===== src/design/ooo_pkg.sv =====
package ooo_pkg;

// Datapath and register file sizes
localparam int XLEN      = 32;
localparam int ARCH_REGS = 32;
localparam int ROB_DEPTH = 8;
localparam int PHYS_REGS = ARCH_REGS + ROB_DEPTH;

// Index widths
localparam int AREG_W = $clog2(ARCH_REGS);
localparam int PREG_W = $clog2(PHYS_REGS);
localparam int ROB_W  = $clog2(ROB_DEPTH);

// Source side starts with one credit per ROB entry
localparam int INIT_CREDITS = ROB_DEPTH;

// Major opcodes of the supported subset
typedef enum logic [6:0] {
    OP     = 7'b0110011,
    OP_IMM = 7'b0010011,
    LUI    = 7'b0110111
} opcode_t;

// ALU operations
typedef enum logic [3:0] {
    ADD    = 4'd0,
    SUB    = 4'd1,
    SLL    = 4'd2,
    SLT    = 4'd3,
    SLTU   = 4'd4,
    XOR    = 4'd5,
    SRL    = 4'd6,
    SRA    = 4'd7,
    OR     = 4'd8,
    AND    = 4'd9,
    PASS_B = 4'd10
} alu_op_t;

endpackage : ooo_pkg


===== src/design/phys_reg_file.sv =====
`timescale 1ns/10ps

module phys_reg_file
import ooo_pkg::*;
(
    input  logic              clk,
    input  logic              rst_n,
    input  logic              ren_valid,
    input  logic [PREG_W-1:0] ren_prd,
    input  logic [PREG_W-1:0] rd_prs1,
    input  logic [PREG_W-1:0] rd_prs2,
    output logic              rdy1,
    output logic              rdy2,
    output logic [XLEN-1:0]   val1,
    output logic [XLEN-1:0]   val2,
    input  logic              cdb_valid,
    input  logic [PREG_W-1:0] cdb_preg,
    input  logic [XLEN-1:0]   cdb_data
);

logic [XLEN-1:0]      regs [PHYS_REGS];
logic [PHYS_REGS-1:0] ready;

// Initial mapping i -> i must read as zero
always_ff @(posedge clk or negedge rst_n) begin
    if (!rst_n) begin
        ready <= '1;
        for (int i = 0; i < PHYS_REGS; i++) begin
            regs[i] <= '0;
        end
    end else begin
        if (ren_valid && ren_prd != '0) begin
            ready[ren_prd] <= 1'b0;
        end
        // phys reg 0 backs x0
        if (cdb_valid && cdb_preg != '0) begin
            regs[cdb_preg]  <= cdb_data;
            ready[cdb_preg] <= 1'b1;
        end
    end
end

assign rdy1 = ready[rd_prs1];
assign rdy2 = ready[rd_prs2];
assign val1 = regs[rd_prs1];
assign val2 = regs[rd_prs2];

endmodule : phys_reg_file


===== config.mk =====
export PLATFORM = sky130hd
export DESIGN_NAME = phys_reg_file
export DESIGN_NICKNAME = d
export VERILOG_FILES = /design/src/design/ooo_pkg.sv /design/src/design/phys_reg_file.sv
export SDC_FILE = /design/constraint.sdc
export NUM_CORES = 2
export LEC_CHECK = 0
export BUFFER_PORTS_ARGS = -buffer_cell sky130_fd_sc_hd__clkbuf_2
export CORE_UTILIZATION = 29
export CTS_BUF_LIST = sky130_fd_sc_hd__clkbuf_2 sky130_fd_sc_hd__clkbuf_4 sky130_fd_sc_hd__clkbuf_8
export CTS_CLUSTER_SIZE = 24
export DETAILED_ROUTE_END_ITERATION = 12
export GPL_TIMING_DRIVEN = 0
export HOLD_SLACK_MARGIN = 0.05
export REMOVE_ABC_BUFFERS = 1
export SKIP_CTS_REPAIR_TIMING = 1
export SYNTH_ARGS = -nofsm -noshare
export SYNTH_HDL_FRONTEND = slang
export SYNTH_SLANG_ARGS = --single-unit

===== constraint.sdc =====
create_clock -name clk -period 6.5 [get_ports clk]
set_input_delay 1.3 -clock clk [delete_from_list [all_inputs] [get_ports clk]]
set_output_delay 1.3 -clock clk [all_outputs]
set_load 0.01 [all_outputs]

==> run metrics <==
clock tree from TritonCTS=done; most common library cell in the layout ignoring fill and taps=sky130_fd_sc_hd__dfrtp_1; Die Span Y=494 microns; crit path launch type=input port; average size of a mapped cell=14.7 sq um; Starting DRT DRC Count=4092; H-tree depth reported by CTS=4; Layout Utilization=33.3%; Bufs on Longest Clock Path=3; remaining global-route overflow=0; cell count of the worst reg-to-reg path=2; worst hold path type=input port to asynchronous set/reset pin; clock network latency to the later pin of the worst-skew pair=0.94 ns; Starting Density=29.2%; fin area=80100 sq um; FF-to-FF End=ready[22]$_DFF_PN1_; critical path, cell by cell=clkbuf_8 > buf_16 > buf_16 > nor2b_4 > buf_8 > and2_1 > a221oi_1 > a31o_2 > o22ai_1 > clkbuf_2; TritonCTS buffer count=208; overall routed net length=229000 microns; portion of total power attributed to sequential cells=47.1%; Max Fanout on Critical Path=67; ANT nets after route=0; share of layout cells above drive strength 1=51.7%; number of antenna violations at the first check in global routing=6; number of nets in the layout=4763; CP Capture Type=output port; number of design rule violations left after detail routing=0; fraction of the yosys area taken by sequential cells=47.1%; top cells by area in the synthesized netlist=sky130_fd_sc_hd__dfrtp_1 46%, sky130_fd_sc_hd__mux2_2 20%, sky130_fd_sc_hd__mux4_2 16%; overall die area=244000 sq um; Internal Dissipation=15600 uW; part of the power in the clock network=36.0%; All-Layer GR Usage=18.6%; minimum clock period=6.41 ns; final count of pins violating max slew=0; area share of the largest cell type after synthesis=45.6%; root buffer cell=sky130_fd_sc_hd__clkbuf_8; max-capacitance violation count=0; leakage power of the design=0.0353 uW; maximum cell stage delay along the critical path=0.56 ns; count of unique library cells instantiated by Yosys=47; leading cell types in the layout, fill and taps excluded=1280 x sky130_fd_sc_hd__dfrtp_1, 1269 x sky130_fd_sc_hd__mux2_2, 512 x sky130_fd_sc_hd__mux4_2; clk sinks=1320; count of state elements after synthesis=1320; placed cell area=75600 sq um; area of the mapped netlist=70300 sq um; Final Skew=0 ns; first-pass GRT wire length=334000 microns; number of iterations in the first detailed-routing pass=5; post-route total power=21400 uW; count of endpoints failing hold in the final timing report=0; async set-reset flop share out of synthesis=100%; Site Rows=180; final period utilization=98.6%; part of the power in combinational logic=16.9%; setup repair after global routing missed its margin=false; Post-Synthesis Cells=4789; category of the most critical setup path=input port to output port; top flip-flop cell by instance count after synthesis=sky130_fd_sc_hd__dfrtp_1; cell repeated most along the worst path=sky130_fd_sc_hd__buf_16; maximum resistive drop on vdd=0.220 mV; largest area contributor in the synthesized netlist=sky130_fd_sc_hd__dfrtp_1; area of the core region=241000 sq um; Top-Level Pins=126; via count of the routed design=45343; Max transition margin=1.06%; warnings from Yosys=0; largest net degree at the start of global routing=113; net switching fraction of the power=27.4%; reg-to-reg startpoint=ready[22]$_DFF_PN1_; drt wl/cell=28.4 microns; Worst-Margin Slew=1.48 ns; WP data required=5.20 ns; Routability Congestion=0.780; post-DR vias/cell=5.63; quantity of I/O buffers inserted on ports=125; clock slew at the register clock pins of the worst setup and hold paths=0.06 ns; switching pwr=5880 uW; number of global-route vias before repair=47095; data arrival time of the critical path=5.11 ns; DP HPWL=142000 microns; Layout area overhead=14.0%; number of synthesized flops with an enable pin=0; die extent in x=494 microns; Max Clk Rate=156 MHz; register-to-register setup slack=5.67 ns; summed negative setup slack over all endpoints=0 ns; slowest stage cell, crit path=sky130_fd_sc_hd__o22ai_1; setup violators final=0; outcome=complete, no violations; power density normalized to cell area=268 nW/um^2
-- power groups by stage --
| stage | Combinational (uW) | Clock, uW | Sequential [uW] |
|---|---|---|---|
| 5_1_grt | 3880 | 8260 | 10200 |
| 3_3_place_gp | 3840 | 0 | 10200 |
| 4_1_cts | 3630 | 7890 | 10100 |
| 2_1_floorplan | 2360 | 0 | 9960 |
| 6_report | 3610 | 7730 | 10100 |
| 3_5_place_dp | 3620 | 0 | 10200 |
-- synthesized netlist by cell type (all sizes together) (7+ instances only) --
master,instances
mux4,512
and2,9
nand3,20
o221ai,46
a211o,41
a211oi,88
a22o,46
nand2b,7
dfrtp,1280
nor2b,16
a22oi,83
dfstp,40
clkbuf,292
nand2,93
buf,250
o22ai,55
o21ai,114
mux2,1281
nand3b,7
nor2,43
o22a,13
o221a,7
mux2i,376
nand4,7
a21oi,13
-- per-layer routing --
metal | share of wire, % | up-vias | global-route usage (%)
li1 | - | 18371 | -
met4 | 2.7 | 2 | 5.89
met2 | 45 | 1781 | 28.1
met3 | 7.5 | 394 | 3.76
met1 | 45 | 24795 | 26.6
met5 | 0.0052 | - | 0
-- worst max path at each step --
stage	end	start	cells past startpoint	slack, ns
4_1_cts	val2[23]	rd_prs2[1]	10	-0.16
3_5_place_dp	val2[23]	rd_prs2[1]	10	-0.15
5_1_grt	val2[19]	rd_prs2[1]	11	0.02
6_report	val2[23]	rd_prs2[1]	10	0.09
2_1_floorplan	val1[0]	rd_prs1[2]	5	1.51
3_3_place_gp	regs[109]$_DFFE_PN0P_	rst_n	1	-28.21
-- kinds of logic (layout without fill, tap and decap cells) --
| family | count (synthesis) | after routing | synth area share (%) |
|---|---|---|---|
| and+or+nand+nor | 227 | 227 | 1.58 |
| muxes | 2169 | 2169 | 42.3 |
| buffers and inverters | 542 | 618 | 3.61 |
| AOI/OAI and AO/OA | 531 | 531 | 5.45 |
| DFF | 1320 | 1320 | 47.1 |
| other | 0 | 7 | 0 |
-- registers in the layout, summed over array words and instances, names as in the netlist --
| register | count |
|---|---|
| ready | 40 |
| regs | 1280 |
-- critical path, delay by kind of cell --
kind	cells	cell delay (ns)
simple gates	2	0.81
compound gates	3	0.98
buf+inv	5	1.74
-- metrics by stage --
step           cells  hold WS, ns  setup WS (ns)
3_3_place_gp    7557        0.364         -28.21
5_1_grt         8052        0.344         0.0219
2_1_floorplan   4247        0.358           1.51
4_1_cts         8048        0.280         -0.157
6_report        8057        0.318         0.0926
3_5_place_dp    7676        0.365         -0.150
-- layout make-up --
class / count / area (sq um)
antenna: 7 / 17.5
clock buffer: 333 / 4130
clock inverter: 39 / 359
fill: 23144 / 161000
multi-input combinational: 2927 / 35000
sequential: 1320 / 33100
tap: 3185 / 3990
timing repair buffer: 246 / 3510
No activity file was read; power rests on OpenSTA's default activity.
