`config.mk`:
```
export PLATFORM = sky130hd
export DESIGN_NAME = rename_stage
export DESIGN_NICKNAME = d
export VERILOG_FILES = /design/src/design/ooo_pkg.sv /design/src/design/rename_stage.sv
export SDC_FILE = /design/constraint.sdc
export NUM_CORES = 1
export LEC_CHECK = 0
export BUFFER_PORTS_ARGS = -buffer_cell sky130_fd_sc_hd__buf_2
export CAP_MARGIN = 0
export CORE_MARGIN = 2
export CORE_UTILIZATION = 43
export DETAILED_ROUTE_END_ITERATION = 16
export PLACE_DENSITY_LB_ADDON = 0.1
export SETUP_SLACK_MARGIN = 0.3
export SLEW_MARGIN = 20
export SYNTH_ARGS = -nofsm -noshare
export SYNTH_HDL_FRONTEND = slang
export SYNTH_SLANG_ARGS = --single-unit
export TNS_END_PERCENT = 5
```
`constraint.sdc`:
```
create_clock -name clk -period 3.2 [get_ports clk]
set_input_delay 0.16 -clock clk [delete_from_list [all_inputs] [get_ports clk]]
set_output_delay 0.16 -clock clk [all_outputs]
set_load 0.005 [all_outputs]
```
`src/design/ooo_pkg.sv`:
```
package ooo_pkg;

// Datapath and register file sizes
localparam int XLEN      = 32;
localparam int ARCH_REGS = 32;
localparam int ROB_DEPTH = 8;
localparam int PHYS_REGS = ARCH_REGS + ROB_DEPTH;

// Index widths
localparam int AREG_W = $clog2(ARCH_REGS);
localparam int PREG_W = $clog2(PHYS_REGS);
localparam int ROB_W  = $clog2(ROB_DEPTH);

// Source side starts with one credit per ROB entry
localparam int INIT_CREDITS = ROB_DEPTH;

// Major opcodes of the supported subset
typedef enum logic [6:0] {
    OP     = 7'b0110011,
    OP_IMM = 7'b0010011,
    LUI    = 7'b0110111
} opcode_t;

// ALU operations
typedef enum logic [3:0] {
    ADD    = 4'd0,
    SUB    = 4'd1,
    SLL    = 4'd2,
    SLT    = 4'd3,
    SLTU   = 4'd4,
    XOR    = 4'd5,
    SRL    = 4'd6,
    SRA    = 4'd7,
    OR     = 4'd8,
    AND    = 4'd9,
    PASS_B = 4'd10
} alu_op_t;

endpackage : ooo_pkg

```
`src/design/rename_stage.sv`:
```
`timescale 1ns/10ps

module rename_stage
import ooo_pkg::*;
(
    input  logic              clk,
    input  logic              rst_n,
    input  logic              dec_valid,
    input  alu_op_t           dec_op,
    input  logic              dec_use_imm,
    input  logic [XLEN-1:0]   dec_imm,
    input  logic [AREG_W-1:0] dec_rs1,
    input  logic [AREG_W-1:0] dec_rs2,
    input  logic [AREG_W-1:0] dec_rd,
    input  logic              free_valid,
    input  logic [PREG_W-1:0] free_preg,
    output logic              ren_valid,
    output alu_op_t           ren_op,
    output logic              ren_use_imm,
    output logic [XLEN-1:0]   ren_imm,
    output logic [PREG_W-1:0] ren_prs1,
    output logic [PREG_W-1:0] ren_prs2,
    output logic [PREG_W-1:0] ren_prd,
    output logic [PREG_W-1:0] ren_old_prd,
    output logic [AREG_W-1:0] ren_rd,
    output logic [ROB_W-1:0]  ren_rob
);

// Rename table, arch reg -> phys reg
logic [PREG_W-1:0] rat [ARCH_REGS];

// Circular free list, never holds more than ROB_DEPTH entries
logic [PREG_W-1:0] free_list [ROB_DEPTH];
logic [ROB_W-1:0]  fl_head;
logic [ROB_W-1:0]  fl_tail;
logic [ROB_W-1:0]  rob_tail;
logic              alloc;

// x0 keeps phys reg 0 and takes nothing from the free list
assign alloc = dec_valid && (dec_rd != '0);

always_ff @(posedge clk or negedge rst_n) begin
    if (!rst_n) begin
        for (int i = 0; i < ARCH_REGS; i++) begin
            rat[i] <= PREG_W'(i);
        end
        for (int i = 0; i < ROB_DEPTH; i++) begin
            free_list[i] <= PREG_W'(ARCH_REGS + i);
        end
        fl_head   <= '0;
        fl_tail   <= '0;
        rob_tail  <= '0;
        ren_valid <= 1'b0;
    end else begin
        ren_valid <= dec_valid;
        if (dec_valid) begin
            rob_tail <= rob_tail + 1'b1;
        end
        if (alloc) begin
            rat[dec_rd] <= free_list[fl_head];
            fl_head     <= fl_head + 1'b1;
        end
        // Old mapping comes back at commit
        if (free_valid) begin
            free_list[fl_tail] <= free_preg;
            fl_tail            <= fl_tail + 1'b1;
        end
    end
end

// Sources see the table before this instruction's own update
always_ff @(posedge clk) begin
    if (dec_valid) begin
        ren_op      <= dec_op;
        ren_use_imm <= dec_use_imm;
        ren_imm     <= dec_imm;
        ren_prs1    <= rat[dec_rs1];
        ren_prs2    <= rat[dec_rs2];
        ren_prd     <= alloc ? free_list[fl_head] : '0;
        ren_old_prd <= rat[dec_rd];
        ren_rd      <= dec_rd;
        ren_rob     <= rob_tail;
    end
end

endmodule : rename_stage

```
==> impl_results.md <==
* Drt drc at 0
* Port Buffer Count at 131
* Syn_nets at 1009
* CTS tree: yes
* P&R area growth vs syn at 18.7%
* H-tree lvl count at 2
* Clock transition at path regs at 0.06 ns
* Skew-Pair Late Insertion Delay at 0.56 ns
* Worst Setup Slack, final at 0.881 ns
* Initial antenna violation count at 0
* Period minus WS final at 2.32 ns
* FF+latch count, synth at 319
* RSZ-0062 raised after global routing: false
* Nets at 1192
* Synth unique cells at 34
* Vias in the first global route at 10500
* Yosys synthesis warning count at 0
* Gpl congestion at 0.841
* Final WL at 45.5 mm
* Detailed-route via count at 9949
* Post-DP HPWL at 29.9 mm
* FP Rows at 71
* Core Region at 37800 sq um
* Fmax at 431 MHz
* Layout cell share with drive strength beyond 1 at 0.665
* Clock skew at 0.0162 ns
* Ant. Diodes at 0
* Pleak at 7.90 nW
* Die area at 40000 sq um
* Kind of critical path: flip-flop to flip-flop
* Die Y at 200 um
* Crit end category: flip-flop
* Max Root-Sink Buffers at 3
* Starting DRC count in detailed routing at 813
* Status: complete, no violations
* Avg Cell Area, Syn at 17.5 sq um
* Hold Violations, Final at 0
* Largest net degree at the start of global routing at 99
* Vias per cell at 5.96
* IO Count at 132
* Clk sinks at 319
* First-pass GRT wire length at 69.8 mm
* Wirelength per Cell at 27.3 um
* # fillers at 3085
* Post-Route Utilization at 0.519
* First-pass DRT Iterations at 5
* Final worst-path cycle share at 0.725
* WHS at 0.0772 ns
* Clock Root Buffer: clkbuf_16
* Slew @ Worst Pin at 0.906 ns
* Remaining Overflow, GRT at 0
* Most frequent cells in the layout: 255 x mux2_2, 172 x mux4_2, 150 x dfrtp_1, 126 x buf_2, 100 x dfstp_2
* Commonest non-fill, non-tap cell in the layout: mux2_2
* TritonCTS Buffers at 38
* Worst Path Required at 3.63 ns
* Worst IR Drop VDD at 0.477 mV
* ANT nets after route at 0
* Min-Delay Path Class: input pin to flip-flop
* Worst EP arrival at 2.75 ns
* DIE WIDTH at 200 um
* PwrDens at 912 nW/um^2
* Critical Path Start Type: flip-flop
* Register area share after synthesis at 0.512
* Post-route setup TNS at 0 ns
* Mapped cell area at 16500 sq um
* Total chip power at 17.9 mW
* Final Max Slew Viols at 0
* Global Route Usage Sum at 0.240
* Max_cap viols at 0
* Slew margin rel. at 0.395
* Mapped Cells at 944
* Setup violators final at 0
* Pre-CTS WS at 0.621 ns
* Top fanout value on the critical path at 32
* Starting utilization of the core area at 0.437
-- cells in the mapped netlist --
library cell | number | area [sq um]
mux4_1 | 7 | 184
mux4_2 | 172 | 3870
buf_6 | 4 | 45.0
xor2_1 | 2 | 17.5
mux4_4 | 1 | 25.0
nand4_1 | 7 | 43.8
and3_1 | 1 | 6.26
nand4b_1 | 3 | 26.3
buf_2 | 14 | 70.1
or3_1 | 1 | 6.26
nand3b_1 | 5 | 37.5
and3b_1 | 3 | 26.3
nor2_1 | 22 | 82.6
ha_1 | 3 | 37.5
clkbuf_1 | 48 | 180
mux2_2 | 255 | 2870
a22oi_1 | 24 | 180
xnor2_1 | 4 | 35.0
buf_1 | 11 | 41.3
edfxtp_1 | 69 | 2070
or3b_2 | 3 | 26.3
buf_4 | 1 | 7.51
o311ai_1 | 1 | 8.76
o31ai_2 | 1 | 12.5
buf_8 | 2 | 30.0
or2_2 | 2 | 12.5
nor2b_1 | 6 | 37.5
nor3b_1 | 6 | 45.0
nand2b_1 | 1 | 6.26
dfstp_2 | 100 | 2630
nand3_1 | 9 | 45.0
nand2_1 | 3 | 11.3
nor3_1 | 3 | 15.0
dfrtp_1 | 150 | 3750
-- power breakdown --
| group | internal (mW) | total (mW) | switching [mW] |
|---|---|---|---|
| sequential | 6.26 | 7.79 | 1.53 |
| combinational | 3.28 | 5.79 | 2.52 |
| clock | 2.50 | 4.27 | 1.77 |
| total | 12.0 | 17.9 | 5.82 |
-- metal layers --
layer | GRT usage | vias to the layer above | part of all wire
met1 | 0.341 | 5319 | 0.44
li1 | - | 4185 | -
met3 | 0.0546 | 71 | 0.066
met4 | 0.0664 | 0 | 0.022
met5 | 0 | - | 0
met2 | 0.374 | 374 | 0.47
-- critical path: stages, from the launching register on --
cell     delay, ns
dfrtp_1       0.78
mux4_2        0.41
mux2_2        0.57
mux2_2        0.39
-- per-stage QoR --
stage,cell area (sq um),cells
final,19600,1668
after global routing,19600,1668
after CTS,19600,1668
after detailed placement,17900,1550
after global placement,17900,1550
after floorplan,16500,944
-- repair_timing --
item                       4_1_cts  5_1_grt
gates resized for setup          0        0
hold buffers                    48        0
setup buffers                    0        0
setup endpoints to repair        0        0
hold endpoints to repair       154        0
-- cell type report --
cell class | count | area [sq um] | area share
sequential | 319 | 8450 | 0.432
multi-input combinational | 545 | 7670 | 0.392
timing repair buffer | 223 | 1570 | 0.0804
clock buffer | 52 | 1100 | 0.0560
tap | 511 | 639 | 0.0327
clock inverter | 18 | 141 | 0.00722
-- worst paths after layout --
check	slack, ns	cells past startpoint	end	from
max	0.88	3	rat[133]$_DFFE_PN0P_	fl_head[1]$_DFFE_PN0P_
min	0.08	1	ren_prs1[0]$_DFFE_PP_	dec_valid
max reg2reg	0.88	3	rat[133]$_DFFE_PN0P_	fl_head[1]$_DFFE_PN0P_
min reg2reg	0.43	0	rat[188]$_DFFE_PN0P_	rat[188]$_DFFE_PN0P_
max in group asynchronous	2.06	3	rat[1]$_DFFE_PN1P_	rst_n
min in group asynchronous	0.15	2	ren_valid$_DFF_PN0_	rst_n
-- state kept, by name, indices dropped and copies added, names as in the netlist, 4 cells and up --
signal and count:
free_list 48, rat 192, ren_imm 32, ren_old_prd 6
ren_op 4, ren_prd 6, ren_prs1 6, ren_prs2 6
ren_rd 5
-- kinds of logic (layout without fill, tap and decap cells) --
logic type / Yosys count / after routing / share of synthesized area
mux: 435 / 435 / 0.421
flops: 319 / 319 / 0.512
buf+inv: 80 / 293 / 0.0227
simple gates: 75 / 75 / 0.0259
compound gates: 26 / 26 / 0.0122
xor+xnor: 6 / 6 / 0.00318
fa+ha+maj: 3 / 3 / 0.00228
Power figures use the tool's default switching activity.
