==> config.mk <==
export PLATFORM = sky130hd
export DESIGN_NAME = issue_queue
export DESIGN_NICKNAME = d
export VERILOG_FILES = /design/src/design/ooo_pkg.sv /design/src/design/issue_queue.sv
export SDC_FILE = /design/constraint.sdc
export NUM_CORES = 1
export LEC_CHECK = 0
export CAP_MARGIN = 20
export CORE_ASPECT_RATIO = 1.4
export CORE_UTILIZATION = 25
export CTS_CLUSTER_DIAMETER = 50
export DETAILED_ROUTE_END_ITERATION = 12
export DONT_BUFFER_PORTS = 1
export GPL_TIMING_DRIVEN = 1
export PLACE_DENSITY = 0.49
export RECOVER_POWER = 100
export SYNTH_ARGS = -nofsm -noshare
export SYNTH_HDL_FRONTEND = slang
export SYNTH_SLANG_ARGS = --single-unit
==> constraint.sdc <==
create_clock -name clk -period 11.5 [get_ports clk]
set_input_delay 1.15 -clock clk [delete_from_list [all_inputs] [get_ports clk]]
set_output_delay 1.15 -clock clk [all_outputs]
set_load 0.05 [all_outputs]
==> src/design/ooo_pkg.sv <==
package ooo_pkg;

// Datapath and register file sizes
localparam int XLEN      = 32;
localparam int ARCH_REGS = 32;
localparam int ROB_DEPTH = 8;
localparam int PHYS_REGS = ARCH_REGS + ROB_DEPTH;

// Index widths
localparam int AREG_W = $clog2(ARCH_REGS);
localparam int PREG_W = $clog2(PHYS_REGS);
localparam int ROB_W  = $clog2(ROB_DEPTH);

// Source side starts with one credit per ROB entry
localparam int INIT_CREDITS = ROB_DEPTH;

// Major opcodes of the supported subset
typedef enum logic [6:0] {
    OP     = 7'b0110011,
    OP_IMM = 7'b0010011,
    LUI    = 7'b0110111
} opcode_t;

// ALU operations
typedef enum logic [3:0] {
    ADD    = 4'd0,
    SUB    = 4'd1,
    SLL    = 4'd2,
    SLT    = 4'd3,
    SLTU   = 4'd4,
    XOR    = 4'd5,
    SRL    = 4'd6,
    SRA    = 4'd7,
    OR     = 4'd8,
    AND    = 4'd9,
    PASS_B = 4'd10
} alu_op_t;

endpackage : ooo_pkg

==> src/design/issue_queue.sv <==
`timescale 1ns/10ps

module issue_queue
import ooo_pkg::*;
(
    input  logic              clk,
    input  logic              rst_n,
    input  logic              ren_valid,
    input  alu_op_t           ren_op,
    input  logic              ren_use_imm,
    input  logic [XLEN-1:0]   ren_imm,
    input  logic [PREG_W-1:0] ren_prs1,
    input  logic [PREG_W-1:0] ren_prs2,
    input  logic [PREG_W-1:0] ren_prd,
    input  logic [ROB_W-1:0]  ren_rob,
    output logic [PREG_W-1:0] rd_prs1,
    output logic [PREG_W-1:0] rd_prs2,
    input  logic              rdy1,
    input  logic              rdy2,
    output logic              iss_valid,
    output alu_op_t           iss_op,
    output logic              iss_use_imm,
    output logic [XLEN-1:0]   iss_imm,
    output logic [PREG_W-1:0] iss_prd,
    output logic [ROB_W-1:0]  iss_rob
);

// Entry 0 is always the oldest
alu_op_t           q_op      [ROB_DEPTH];
logic              q_use_imm [ROB_DEPTH];
logic [XLEN-1:0]   q_imm     [ROB_DEPTH];
logic [PREG_W-1:0] q_prs1    [ROB_DEPTH];
logic [PREG_W-1:0] q_prs2    [ROB_DEPTH];
logic [PREG_W-1:0] q_prd     [ROB_DEPTH];
logic [ROB_W-1:0]  q_rob     [ROB_DEPTH];
logic [ROB_W:0]    count;
logic [ROB_W:0]    ins_idx;
logic [ROB_W-1:0]  probe;

// Scan walks from the oldest entry, one probe per cycle
assign rd_prs1 = q_prs1[probe];
assign rd_prs2 = q_prs2[probe];

assign iss_valid   = ({1'b0, probe} < count) && rdy1 && (q_use_imm[probe] || rdy2);
assign iss_op      = q_op[probe];
assign iss_use_imm = q_use_imm[probe];
assign iss_imm     = q_imm[probe];
assign iss_prd     = q_prd[probe];
assign iss_rob     = q_rob[probe];

// New entry lands behind the survivors of this cycle
assign ins_idx = count - (ROB_W+1)'(iss_valid);

always_ff @(posedge clk or negedge rst_n) begin
    if (!rst_n) begin
        count <= '0;
        probe <= '0;
    end else begin
        count <= count + (ROB_W+1)'(ren_valid) - (ROB_W+1)'(iss_valid);
        // Restart at the oldest after an issue or at the end of the queue
        if (iss_valid || ({1'b0, probe} + 1'b1 >= count)) begin
            probe <= '0;
        end else begin
            probe <= probe + 1'b1;
        end
    end
end

always_ff @(posedge clk) begin
    if (iss_valid) begin
        for (int i = 0; i < ROB_DEPTH - 1; i++) begin
            if (i >= int'(probe)) begin
                q_op[i]      <= q_op[i+1];
                q_use_imm[i] <= q_use_imm[i+1];
                q_imm[i]     <= q_imm[i+1];
                q_prs1[i]    <= q_prs1[i+1];
                q_prs2[i]    <= q_prs2[i+1];
                q_prd[i]     <= q_prd[i+1];
                q_rob[i]     <= q_rob[i+1];
            end
        end
    end
    if (ren_valid) begin
        q_op[ins_idx[ROB_W-1:0]]      <= ren_op;
        q_use_imm[ins_idx[ROB_W-1:0]] <= ren_use_imm;
        q_imm[ins_idx[ROB_W-1:0]]     <= ren_imm;
        q_prs1[ins_idx[ROB_W-1:0]]    <= ren_prs1;
        q_prs2[ins_idx[ROB_W-1:0]]    <= ren_prs2;
        q_prd[ins_idx[ROB_W-1:0]]     <= ren_prd;
        q_rob[ins_idx[ROB_W-1:0]]     <= ren_rob;
    end
end

endmodule : issue_queue

==> flow_summary.json <==
{
  "outcome": "finished, violations left",
  "failed_checks": "max-capacitance violations, max-slew violations",
  "fin_cells": 2453,
  "synth-compound-area-share_pct": 0.650,
  "cap_viol_max_count": 9,
  "setup.worst_path.start_class": "flip-flop",
  "rows": 131,
  "postCtsSetupBuffers": 0,
  "area_delta_synth_final_pct": 12.7,
  "dr_total_vias": 11500,
  "yosysMostFrequentCell": "edfxtp_1",
  "detail-route-antenna-nets": 0,
  "clock.fmax_mhz": 118,
  "numClockSinks": 471,
  "drc": 0,
  "synth_fa_ha_area_share_pct": 0.906,
  "place_inst": 2361,
  "tightest_slew_ps": 3940,
  "start_util_pct": 25.2,
  "finalWorstPathRequiredPeriod_ps": 8450,
  "synth_top_area_share_pct": 60.8,
  "numCtsBuffers": 49,
  "netlist_area_sq_um": 22900,
  "hpwl_um": 36200,
  "tns_ps": 0,
  "clkSlewWorstSetupHoldPaths_ps": 70,
  "rsz0062_at_grt": "no",
  "htreeDepth": 2,
  "rrSetupSlack_ps": 3050,
  "drt_iter0_drc": 647,
  "synth_largest_area_cell": "edfxtp_1",
  "clkLatencyLatePin_ps": 590,
  "path_class": "flip-flop to flip-flop",
  "hold_path_class": "primary input to asynchronous set/reset pin",
  "reg2reg_from": "probe[1]",
  "worst_setup_path_end_kind": "flip-flop",
  "critical_path_arrival_ps": 8660,
  "die_h_um": 360,
  "finClkSkew_ps": 20.8,
  "hold_violations": 0,
  "hold_buffers": 0,
  "place.gp.congestion": 0.705,
  "ys_ff_latch": 471,
  "grt_pass1_vias": 12800,
  "synth-async-reset-ratio_pct": 1.49,
  "synth-edff-count": 464,
  "path_max_fanout": 44,
  "portBuffers": 0,
  "critPathLaunch": "probe[1]",
  "synth.area.mux_share_pct": 34.1,
  "yosysWarnings": 0,
  "grt_max_degree": 60,
  "slew_viol_final": 279,
  "avgSynthCellArea_sq_um": 19.0,
  "root_buffer": "clkbuf_16",
  "synthFlopType": "edfxtp_1",
  "grt_pass1_wl_um": 91200,
  "setup_viol": 0,
  "seqCellArea_sq_um": 14100,
  "drive_gt1_share_pct": 45.5,
  "antenna_found_initial": 4,
  "overflow": 0,
  "cts_tree": "yes",
  "maxSlewHeadroom_pct": -162,
  "drt_pass1_iterations": 4,
  "wl_per_cell_um": 25.1,
  "nFillCells": 8928,
  "dieArea_sq_um": 92900,
  "boundaryPins": 122,
  "nets": 1296,
  "vias_per_cell": 4.69,
  "syn_nets": 1288,
  "synthCells": 1209,
  "multi_input_area_sq_um": 8430,
  "core-area_sq_um": 91000,
  "synth_commonest_cells": "464 x edfxtp_1, 417 x mux2_2, 114 x mux4_2",
  "period_share_pct": 73.5,
  "die_x_um": 258,
  "synth_area_leaders": "edfxtp_1 61%, mux2_2 20%, mux4_2 11%, mux2_1 2.3%, buf_2 1.3%",
  "ys_seq_area_share_pct": 61.6,
  "grt_use_total_pct": 13.3,
  "cts_repair_resize_count": 0,
  "cp.required_ps": 11710,
  "synthSimpleGateAreaFrac_pct": 0.579,
  "synth_cell_types": 40,
  "cts_buffer_depth": 3,
  "synth_top_family_by_area": "multiplexers",
  "synthXorXnorAreaFrac_pct": 0.295,
  "wirelength_um": 61700
}
[worst paths after layout]
check                                    end  cells past startpoint
worst max-delay path             q_imm[1][4]                     16
worst min-delay path                probe[1]                      0
worst max register to register   q_imm[1][4]                     16
worst min register to register  q_prs2[0][2]                      1
max in group asynchronous           count[3]                      0
min in group clk                q_prs2[0][2]                      1
[cells in the final DEF (no fill, tap or decap), types with 2 or more instances in the layout]
master,n
bufinv_16,2
dfrtp_1,5
ha_1,15
mux2_1,101
nand3_1,2
buf_16,3
nor3_1,6
o2111a_1,3
nand2_1,4
clkbuf_16,49
inv_6,2
clkinv_1,12
a21boi_0,2
clkinvlp_4,2
nor2_1,2
a21oi_1,2
o32ai_1,2
mux4_2,114
buf_4,17
mux2_2,362
inv_1,14
o41ai_1,2
nor2_4,4
clkinv_2,5
clkbuf_1,25
edfxtp_1,464
mux2i_1,4
xnor2_1,4
clkinv_4,3
dfrtp_4,2
[area by class of cell]
type | instances | area share (%)
timing repair buffer | 33 | 1.03
sequential | 471 | 54.6
tap | 1197 | 5.80
antenna | 1 | 0.00969
clock buffer | 63 | 4.95
clock inverter | 26 | 0.731
multi-input combinational | 648 | 32.6
inverter | 14 | 0.203
[stage by stage]
step,util [%],instance area (sq um),worst slack [ps],hold WS [ps]
6_report,28.4,25800,3050,245
5_1_grt,28.4,25800,2180,218
4_1_cts,28.5,25900,4670,201
3_5_place_dp,26.9,24500,4720,548
3_3_place_gp,26.8,24400,4180,533
2_1_floorplan,-,22900,3320,523
[routing by layer]
layer	part of all wire [%]	vias to the layer above	GRT usage [%]
li1	-	4977	-
met1	41	6228	15.9
met2	51	216	23.3
met3	6.0	89	3.54
met4	2.6	0	3.91
met5	0	-	0
[sequential cells by signal, summed over array words and instances, names as in the netlist]
signal	flops
probe	3
count	4
q_prs1	48
q_prd	48
q_prs2	48
q_rob	24
q_op	32
q_use_imm	8
q_imm	256
[worst max-delay path: stages (launching register included)]
cell	delay [ps]
dfrtp_4	960
clkbuf_1	2220
inv_1	380
nor3_1	430
nor4_2	80
buf_4	200
nor2_1	140
buf_6	200
buf_1	110
ha_1	200
inv_1	60
ha_1	340
nor3b_1	430
nand2_1	920
buf_16	540
o41ai_2	100
buf_4	690
[cell families after synthesis]
group	after synthesis
flip-flops	471
multiplexers	581
AND/OR/NAND/NOR	26
adder cells (fa/ha/maj)	16
buffers and inverters	90
AO/OA/AOI/OAI	19
XOR/XNOR	6
Power is left out: the tool's default activity adds up to more than one toggle a clock period on the data nets, which glitch-free logic cannot reach.
