**src/design/ooo_pkg.sv**
```systemverilog
package ooo_pkg;

// Datapath and register file sizes
localparam int XLEN      = 32;
localparam int ARCH_REGS = 32;
localparam int ROB_DEPTH = 8;
localparam int PHYS_REGS = ARCH_REGS + ROB_DEPTH;

// Index widths
localparam int AREG_W = $clog2(ARCH_REGS);
localparam int PREG_W = $clog2(PHYS_REGS);
localparam int ROB_W  = $clog2(ROB_DEPTH);

// Source side starts with one credit per ROB entry
localparam int INIT_CREDITS = ROB_DEPTH;

// Major opcodes of the supported subset
typedef enum logic [6:0] {
    OP     = 7'b0110011,
    OP_IMM = 7'b0010011,
    LUI    = 7'b0110111
} opcode_t;

// ALU operations
typedef enum logic [3:0] {
    ADD    = 4'd0,
    SUB    = 4'd1,
    SLL    = 4'd2,
    SLT    = 4'd3,
    SLTU   = 4'd4,
    XOR    = 4'd5,
    SRL    = 4'd6,
    SRA    = 4'd7,
    OR     = 4'd8,
    AND    = 4'd9,
    PASS_B = 4'd10
} alu_op_t;

endpackage : ooo_pkg

```
**src/design/inst_decode.sv**
```systemverilog
`timescale 1ns/10ps

module inst_decode
import ooo_pkg::*;
(
    input  logic              clk,
    input  logic              rst_n,
    input  logic              inst_valid,
    input  logic [XLEN-1:0]   inst,
    output logic              dec_valid,
    output alu_op_t           dec_op,
    output logic              dec_use_imm,
    output logic [XLEN-1:0]   dec_imm,
    output logic [AREG_W-1:0] dec_rs1,
    output logic [AREG_W-1:0] dec_rs2,
    output logic [AREG_W-1:0] dec_rd
);

opcode_t           opcode;
alu_op_t           alu_sel;
alu_op_t           op_nxt;
logic              use_imm_nxt;
logic [XLEN-1:0]   imm_nxt;
logic [AREG_W-1:0] rs1_nxt;
logic [AREG_W-1:0] rs2_nxt;
logic [AREG_W-1:0] rd_nxt;

assign opcode = opcode_t'(inst[6:0]);

// funct3 picks the operation, bit 30 splits ADD/SUB and SRL/SRA
always_comb begin
    unique case (inst[14:12])
        3'b000:  alu_sel = (opcode == OP && inst[30]) ? SUB : ADD;
        3'b001:  alu_sel = SLL;
        3'b010:  alu_sel = SLT;
        3'b011:  alu_sel = SLTU;
        3'b100:  alu_sel = XOR;
        3'b101:  alu_sel = inst[30] ? SRA : SRL;
        3'b110:  alu_sel = OR;
        default: alu_sel = AND;
    endcase
end

always_comb begin
    op_nxt      = ADD;
    use_imm_nxt = 1'b0;
    imm_nxt     = {{20{inst[31]}}, inst[31:20]};
    rs1_nxt     = inst[19:15];
    rs2_nxt     = inst[24:20];
    rd_nxt      = inst[11:7];
    case (opcode)
        OP: begin
            op_nxt = alu_sel;
        end
        OP_IMM: begin
            op_nxt      = alu_sel;
            use_imm_nxt = 1'b1;
            rs2_nxt     = '0;
        end
        LUI: begin
            op_nxt      = PASS_B;
            use_imm_nxt = 1'b1;
            imm_nxt     = {inst[31:12], 12'b0};
            rs1_nxt     = '0;
            rs2_nxt     = '0;
        end
        default: begin
            // Unknown opcode retires as a harmless write to x0
            rs1_nxt = '0;
            rs2_nxt = '0;
            rd_nxt  = '0;
        end
    endcase
end

always_ff @(posedge clk or negedge rst_n) begin
    if (!rst_n) begin
        dec_valid <= 1'b0;
    end else begin
        dec_valid <= inst_valid;
    end
end

always_ff @(posedge clk) begin
    if (inst_valid) begin
        dec_op      <= op_nxt;
        dec_use_imm <= use_imm_nxt;
        dec_imm     <= imm_nxt;
        dec_rs1     <= rs1_nxt;
        dec_rs2     <= rs2_nxt;
        dec_rd      <= rd_nxt;
    end
end

endmodule : inst_decode

```
**config.mk**
```make
export PLATFORM = sky130hd
export DESIGN_NAME = inst_decode
export DESIGN_NICKNAME = d
export VERILOG_FILES = /design/src/design/ooo_pkg.sv /design/src/design/inst_decode.sv
export SDC_FILE = /design/constraint.sdc
export NUM_CORES = 1
export LEC_CHECK = 0
export ABC_AREA = 1
export BUFFER_PORTS_ARGS = -buffer_cell sky130_fd_sc_hd__buf_2
export CORE_MARGIN = 2
export CORE_UTILIZATION = 30
export CTS_CLUSTER_DIAMETER = 40
export DETAILED_ROUTE_END_ITERATION = 8
export PLACE_DENSITY_LB_ADDON = 0.2
export SETUP_SLACK_MARGIN = 0.4
export SLEW_MARGIN = 10
export SYNTH_ARGS = -nofsm -noshare
export SYNTH_HDL_FRONTEND = slang
export SYNTH_SLANG_ARGS = --single-unit
```
**constraint.sdc**
```tcl
create_clock -name clk -period 0.8 [get_ports clk]
set_clock_uncertainty 0.15 [all_clocks]
set_input_delay 0.08 -clock clk [delete_from_list [all_inputs] [get_ports clk]]
set_output_delay 0.08 -clock clk [all_outputs]
set_load 0.02 [all_outputs]
```
==> results list, run 1 <==
- In this run the worst hold path is classified as input pin to register.
- Hold worst-path end: dec_imm[31]$_DFFE_PP_
* Num ports: 88
- Number of distinct standard cells referenced by the synthesized netlist: 19
- In the routed layout, each cell is associated on average with a via count of 4.16.
- STA classifies the critical path startpoint as a register.
* First-pass GRT wire length: approximately 7600 µm
- Detailed routing inserted a total of 1634 vias.
- The library cell used most frequently in the layout, excluding fill and tap cells, is buf_6.
- Clock tree synthesis found a total of 53 sinks.
* Final RePlAce weighted congestion: between 0.7 and 0.8
- Worst path top cell family by delay: flip-flops
* Max Clock Freq: 0.897 GHz
- Die X: a little under 90 µm
- Across every metal layer, demand over resource in global routing totals 0.131.
- Net count reported at finish: around 330
- Antenna viol nets, final: 0
- Overall overflow remaining after global route: 0
- Setup repair after global routing could not meet its margin everywhere.
- The die covers around 8000 µm².
* Number of antenna violations at the first check in global routing: 0
* Synthesized instance count: ~160
- Cts-stage hold buffer count: 1
- Placeable core area: just over 7000 µm²
- Summed over all layers, the routed wires come to 5390 µm.
- Across the VDD grid, the largest voltage drop is between 0.0007 and 0.0008 V.
- Cell Chain, Critical Path: buf_6
- Clock tree synthesis selected as its root buffer the cell clkbuf_8.
* Worst slew slack as a fraction of its limit: 0.836
- Entering global routing, the biggest net connects 20 pins.
- Final setup slack of the worst path: -0.314 ns
* Fin util: 0.548
- Maximum clock path buffer count: 2
* Cell area after technology mapping: ~2200 µm²
- WP data required: 0.57 ns
- Hold Startpoint: inst[31]
* Synth-to-layout area growth: 79.8%
* Sequential element share of the synthesized area: 0.729
- Power Dens Cells: 1650 nW/µm²
- Number of buffer and inverter stages on the critical path: 1
* Kind of critical path: register to primary output
- From bottom edge to top edge, the die measures 89.2 µm.
* Standard cell with the maximum stage delay on the critical path: edfxtp_1
- The final reports fail on hold timing, setup timing.
- Clock edge transition at the registers on the reported setup and hold paths: 0.10 ns
* Remaining routing DRC violations: 0
* Final setup violation count: just over 90
- Max-cap violations in this run came to 0.
- HPWL after DPL: between 3000 and 4000 µm
* Ratio of cells with drive above 1 in the final layout: 0.646
- Longest individual stage delay on the worst path: between 0.4 and 0.5 ns
- Number of buffers created by CTS: 5
- The final count of hold timing violations is between 40 and 50.
- Of all nets on the critical path, the largest fanout is 1.
* Arrival @ worst endpoint: about 0.9 ns
- Number of warnings reported in the yosys synthesis log: 0
- The run finished, with violations left.
* Detail-routed net length per standard cell: approximately 14 µm
- The number of nets in the synthesized netlist is 198.
* Number of cells traversed by the worst hold path: 1
- Lkg Pwr: 1.68 nW
- During placement, the flow inserted port buffers numbering just under 90.
* Via count of the first global-routing pass: roughly 1600
- The library cells used most frequently in the layout, excluding fill and tap cells, are buf_6, edfxtp_1, buf_2, inv_1, o21ai_2.
* Number of DRC markers in iteration 0: 33
- Number of storage elements in the synthesis netlist: 53
- Initial Util: 0.305
* Measured slew at the worst slew-check pin: about 0.25 ns
- Post-layout minimum cycle time: between 1 and 1.5 ns
- Number of max-slew violations in the final report: 0
- Row generation in the floorplan step produced 31 rows.
- CTS HTree Levels: 2
* Final Cycle Share: 1.39
* Number of diodes: 0
- Final hold analysis gives a worst-case slack of -0.131 ns.
- The worst setup path is captured at a primary output.
- The first detailed-routing pass took 4 iterations.
- A synthesized cell averages between 10 and 15 µm².
- TritonCTS built the clock tree.
- Final total negative setup slack: -17.24 ns
[sequential cells by signal, indices dropped and copies added, names as in the netlist]
name and cells:
dec_op 4, dec_rs1 5, dec_valid 1, dec_use_imm 1
dec_imm 32, dec_rs2 5, dec_rd 5
[stage by stage]
stage               power [mW]  worst slack, ns  area (µm²)  hold WS [ns]  std cells
global placement          4.25           -0.489        2950        -0.295        367
finish                    6.46           -0.314        3910        -0.131        393
detailed placement        4.26           -0.510        2950        -0.293        367
floorplan                 3.81           -0.280        2230        -0.366        163
CTS                       6.33           -0.322        3600        -0.137        392
global route              6.72           -0.353        3910        -0.139        393
[per-layer routing]
metal	share of wire	up-vias	track usage	wire [µm]
li1	-	801	-	-
met1	0.41	783	0.163	2200
met2	0.54	45	0.228	2880
met3	0.044	5	0.0295	235
met4	0.013	0	0.0407	70
met5	0	-	0	0
[cells by family after synthesis]
logic type             count (synthesis)  synth area share
flip-flops                            53             0.729
buffers and inverters                 35            0.0776
AO/OA/AOI/OAI                         25            0.0902
AND/OR/NAND/NOR                       50             0.103
[area by class of cell]
cell class,instances,area (µm²)
clock buffers,5,68.8
clock inverters,3,41.3
fillers,613,3220
inverters,30,128
multi-input cells,76,616
flip-flops and latches,53,1590
well taps,99,124
repair buffers,127,1350
[cells in the mapped netlist]
cell type / number / area share
a21oi_4: 1 / 0.0075
nand2_1: 10 / 0.017
nor2_1: 30 / 0.052
nor3b_1: 1 / 0.0034
nand2_2: 3 / 0.0086
nor3_2: 1 / 0.0046
o21ai_2: 16 / 0.064
inv_1: 29 / 0.050
nand3_1: 2 / 0.0046
o21ai_0: 3 / 0.0069
nand2_4: 1 / 0.0052
inv_2: 1 / 0.0017
buf_6: 5 / 0.026
o21ai_1: 3 / 0.0069
a21oi_1: 2 / 0.0046
edfxtp_1: 52 / 0.72
nor2_4: 1 / 0.0052
dfrtp_1: 1 / 0.011
nor2_2: 1 / 0.0029
[how the worst max path moves through the flow]
stage / cells past startpoint / endpoint / start
final: 1 / dec_imm[13] / dec_imm[13]$_DFFE_PP_
after global routing: 1 / dec_imm[24] / dec_imm[24]$_DFFE_PP_
after CTS: 1 / dec_imm[24] / dec_imm[24]$_DFFE_PP_
after detailed placement: 8 / dec_op[1]$_DFFE_PP_ / inst[1]
after global placement: 7 / dec_imm[24]$_DFFE_PP_ / inst[2]
after floorplan: 6 / dec_imm[10]$_SDFFCE_PN0P_ / inst[2]
[power breakdown]
part | internal (mW) | switching [mW] | total, mW
registers | 3.26 | 0.0839 | 3.34
logic | 0.702 | 0.640 | 1.34
clock network | 0.922 | 0.855 | 1.78
total | 4.88 | 1.58 | 6.46
[what timing repair did]
| item | CTS | global route |
|---|---|---|
| pin swaps | 20 | 12 |
| endpoints found under the hold margin | 64 | 45 |
| setup buffers | 8 | 1 |
| cloned | 8 | 0 |
| gates resized for setup | 75 | 95 |
| endpoints found under the setup margin | 156 | 148 |
Note: power is estimated with default switching activity, not from simulation.
==> run 2, diff against run 1 <==
ABC_AREA = 0   (was 1)
CORE_UTILIZATION = 39   (was 30)
==> run 2 against run 1 <==
The flow still finishes with violations (hold timing, setup timing). Sequential share of layout area grew 4.5 points. Largest cell class unchanged. Cell count shrank 18%. Synthesized cell count shrank 20%. Largest power group unchanged. Cell area shrank 10%.
==> results list, run 2 <==
- The minimum setup slack after placement came to -0.635 ns (-0.125 ns).
* GR Layer Usage met2: 0.278 (+0.0507)
- CTS HTree Levels: 2 (unchanged)
- The leakage power summed over all cells was 1.59 nW (-5.5%).
- The count of pins over their slew limit came to 0 (unchanged).
- The share of layout cells above drive strength 1 came to 0.579 (-0.0675).
- Class of the most critical hold timing path: input pin to register
- In the synthesized netlist the dominant register cell turns out to be edfxtp_1.
* Placeable core area: 5140 µm² (-28%)
* Overall die area: 5970 µm² (-25%)
* Setup crit end kind: register
* Remaining routing DRC violations: 0 (unchanged)
- Number of distinct standard cells referenced by the synthesized netlist: 29 (+10)
* Maximum number of pins on one net before global-route repair: 31 (+55%)
- Kind of critical path: input pin to register
- Synthesized instance count: 131 (-20%)
* Longest individual stage delay on the worst path: 0.36 ns (-0.07 ns)
- Met1 usage: 0.219 (+0.0557)
* Most Used Layer, Global Route: met2
- The commonest cells after synthesis are edfxtp_1, a21o_1, nor2b_1, and2_1, and3_1.
- The post-route antenna net violation count came to 0 (unchanged).
- Num ports: 88 (unchanged)
- Final setup slack of the worst path: -0.330 ns (-0.0155 ns)
- Share of total power consumed by net switching: 0.247 (+0.00283)
* Buffers on Ports: 87 (unchanged)
- The synthesized area came to 2090 µm² (-3.8%).
* Final setup violation count: 102 (+11%)
- Number of buffers created by CTS: 5 (unchanged)
- The detailed-route via count was 1552 (-5.0%).
- The number of buffers on the longest clock path was 2 (unchanged).
- Most common cell in the netlist: edfxtp_1
* Per-instance average area after synthesis: 16.0 µm² (+20%)
- The total wirelength of the detailed-routed design was 5180 µm (-3.8%).
- Total power draw: 5.93 mW (-8.2%)
* Most common cell after layout, fill and taps aside: buf_2
- Proportion of power drawn by combinational gates: 0.198 (-0.010)
* WP data required: 0.71 ns (+0.14 ns)
- The share of the cycle needed by the critical path after routing is 1.41 (+0.0194).
* Fraction of synthesis flops using an asynchronous set or reset pin: 0.0189 (unchanged)
- The initial antenna violation count came to 0 (unchanged).
- Cell Chain, Critical Path: buf_6 -> and4bb_4 -> and4_4 -> buf_12 -> nor2b_1
* Highest-count cells in the layout ignoring fill and taps: buf_2, edfxtp_1, buf_6, a21o_1, buf_4
- The total power density per cell area is 1680 nW/µm² (+2.0%).
- Worst-path fanout max: 8 (+7)
- Maxcap violations: 0 (unchanged)
- Unrepaired setup endpoints after global routing: yes
- The area growth from synthesis to layout is 68.2%.
- Sequential element share of the synthesized area: 0.757 (+0.0287)
- Drt via density: 4.79 (+15%)
- The worst supply voltage drop on vdd was 0.00119 V (+65%).
- TritonCTS built the clock tree.
* Arrival @ worst endpoint: 1.04 ns (+0.16 ns)
* First-pass GRT wire length: 7780 µm (+1.9%)
- The post-synthesis net count came to 166 (-16%).
* Initial Util: 0.407 (+0.102)
* Element type at the critical path start: input pin
- The largest total area in the synthesized netlist belongs to edfxtp_1.
- Measured slew at the worst slew-check pin: 0.257 ns (+0.0117 ns)
- The count of synthesis-stage warnings from yosys is 0 (unchanged).
* Flip-flop count of the largest register after layout: 32 (unchanged)
* Clock power share: 0.241 (-0.034)
- Via count of the first global-routing pass: 1547 (-3.4%)
- Total net switching power: 1.47 mW (-7.1%)
- HPWL after DPL: 2870 µm (-18%)
- Sinks on the clock net: 53 (unchanged)
- For this design, the slowest cell found on the critical path is and4bb_4.
- The fmax is 0.885 GHz (-1.4%).
* Number of synthesized flops with an enable pin: 52 (unchanged)
- Number of DRC markers in iteration 0: 126 (+280%)
* FP Rows: 26 (-16%)
* Area fraction of the dominant cell type after synthesis: 0.746 (+0.0283)
- The final count of hold timing violations came to 41 (-8.9%).
- WHS: -0.0996 ns (+0.0311 ns)
- Overall overflow remaining after global route: 0 (unchanged)
- Root Driver: clkbuf_8
* GRT Overall Usage: 0.171 (+0.0399)
* Final RePlAce weighted congestion: 0.753 (+6.5%)
- Post-layout minimum cycle time: 1.13 ns (+0.0155 ns)
* Violated checks: hold timing, setup timing
* Die X: 77.3 µm (-13%)
- The worst slew margin relative to its limit is 0.828 (-0.00838).
* Net count reported at finish: 288 (-12%)
- The number of hold buffers added after CTS came to 1 (unchanged).
- The sequential power share was 0.560 (+0.043).
- Run status: finished with violations
* Power Internal: 4.46 mW (-8.5%)
- Detail-routed net length per standard cell: 16.0 µm (+17%)
- The number of antenna cells inserted came to 0 (unchanged).
* Height of the die: 77.3 µm (-13%)
* Biggest area contributors in the synthesized netlist: edfxtp_1, a21o_1, nor2b_1, and2_1, and3_1
- The register clock-pin slew on the reported worst setup and hold paths is 0.09 ns (about the same).
- Met3 routing resource usage after global routing: 0.0482 (+0.0187)
* Number of storage elements in the synthesis netlist: 53 (unchanged)
- Most flop-heavy register: dec_imm
* Detailed-routing iteration count for the pre-antenna-repair pass: 4 (unchanged)
[run 2: cell count changes in the layout (fill, tap and decap cells not counted), sizes merged, moves of 6 or more]
cell / before / now
and2: 0 / 10
nand2: 15 / 3
buf: 126 / 120
a21o: 0 / 19
inv: 30 / 2
nor2: 32 / 1
and3: 0 / 7
o21ai: 22 / 1
nor2b: 0 / 12
[run 2: layout make-up]
type / count / area, µm²
clock buffer: 5 / 68.8
clock inverter: 3 / 12.5
inverter: 2 / 7.51
sequential: 53 / 1590
multi-input combinational: 68 / 562
timing repair buffer: 123 / 1200
fill: 397 / 1620
tap: 70 / 87.6
[run 2: worst paths after layout]
kind | start | to | slack (ns) | cells after the start
max | inst[3] | dec_imm[1]$_SDFFCE_PN0P_ | -0.33 | 5
min | inst[18] | dec_imm[18]$_DFFE_PP_ | -0.1 | 2
max in group asynchronous | rst_n | dec_valid$_DFF_PN0_ | 0.49 | 2
min in group asynchronous | rst_n | dec_valid$_DFF_PN0_ | -0.07 | 2
[run 2: stage by stage]
stage | cells | util | instance area (µm²) | setup TNS (ns)
6_report | 324 | 0.685 | 3520 | -26.48
5_1_grt | 324 | 0.685 | 3520 | -29.20
4_1_cts | 319 | 0.630 | 3240 | -25.51
3_5_place_dp | 297 | 0.535 | 2750 | -32.79
3_3_place_gp | 297 | 0.535 | 2750 | -32.28
2_1_floorplan | 131 | - | 2110 | -18.63
[run 2: cells by family after synthesis]
family                 Yosys count  share of synthesized area
AO/OA/AOI/OAI                   26                     0.0902
buffers and inverters           10                     0.0239
multiplexers                     1                    0.00478
flip-flops                      53                      0.757
AND/OR/NAND/NOR                 41                      0.124
[run 2: critical path, delay by kind of cell]
| kind | cells | cell delay (ns) |
|---|---|---|
| and+or+nand+nor | 3 | 0.70 |
| buffers and inverters | 2 | 0.25 |
[run 2: power groups by stage]
stage	clock (mW)	combinational [mW]	sequential [mW]
6_report	1.43	1.18	3.32
5_1_grt	1.55	1.25	3.34
4_1_cts	1.45	1.04	3.30
3_5_place_dp	0	0.807	3.36
3_3_place_gp	0	0.801	3.36
2_1_floorplan	0	0.125	3.63
[run 2: per-layer routing]
metal  part of all wire  vias up
met1               0.41      744
met4              0.022        0
met3              0.061       11
met2               0.50       61
li1                   -      736
met5                  0        -
[run 2: repair_timing]
item	CTS	global route
setup endpoints to repair	156	157
setup buffers	7	1
pin swaps	6	3
gates resized for setup	45	57
cloned	6	4
hold endpoints to repair	48	39
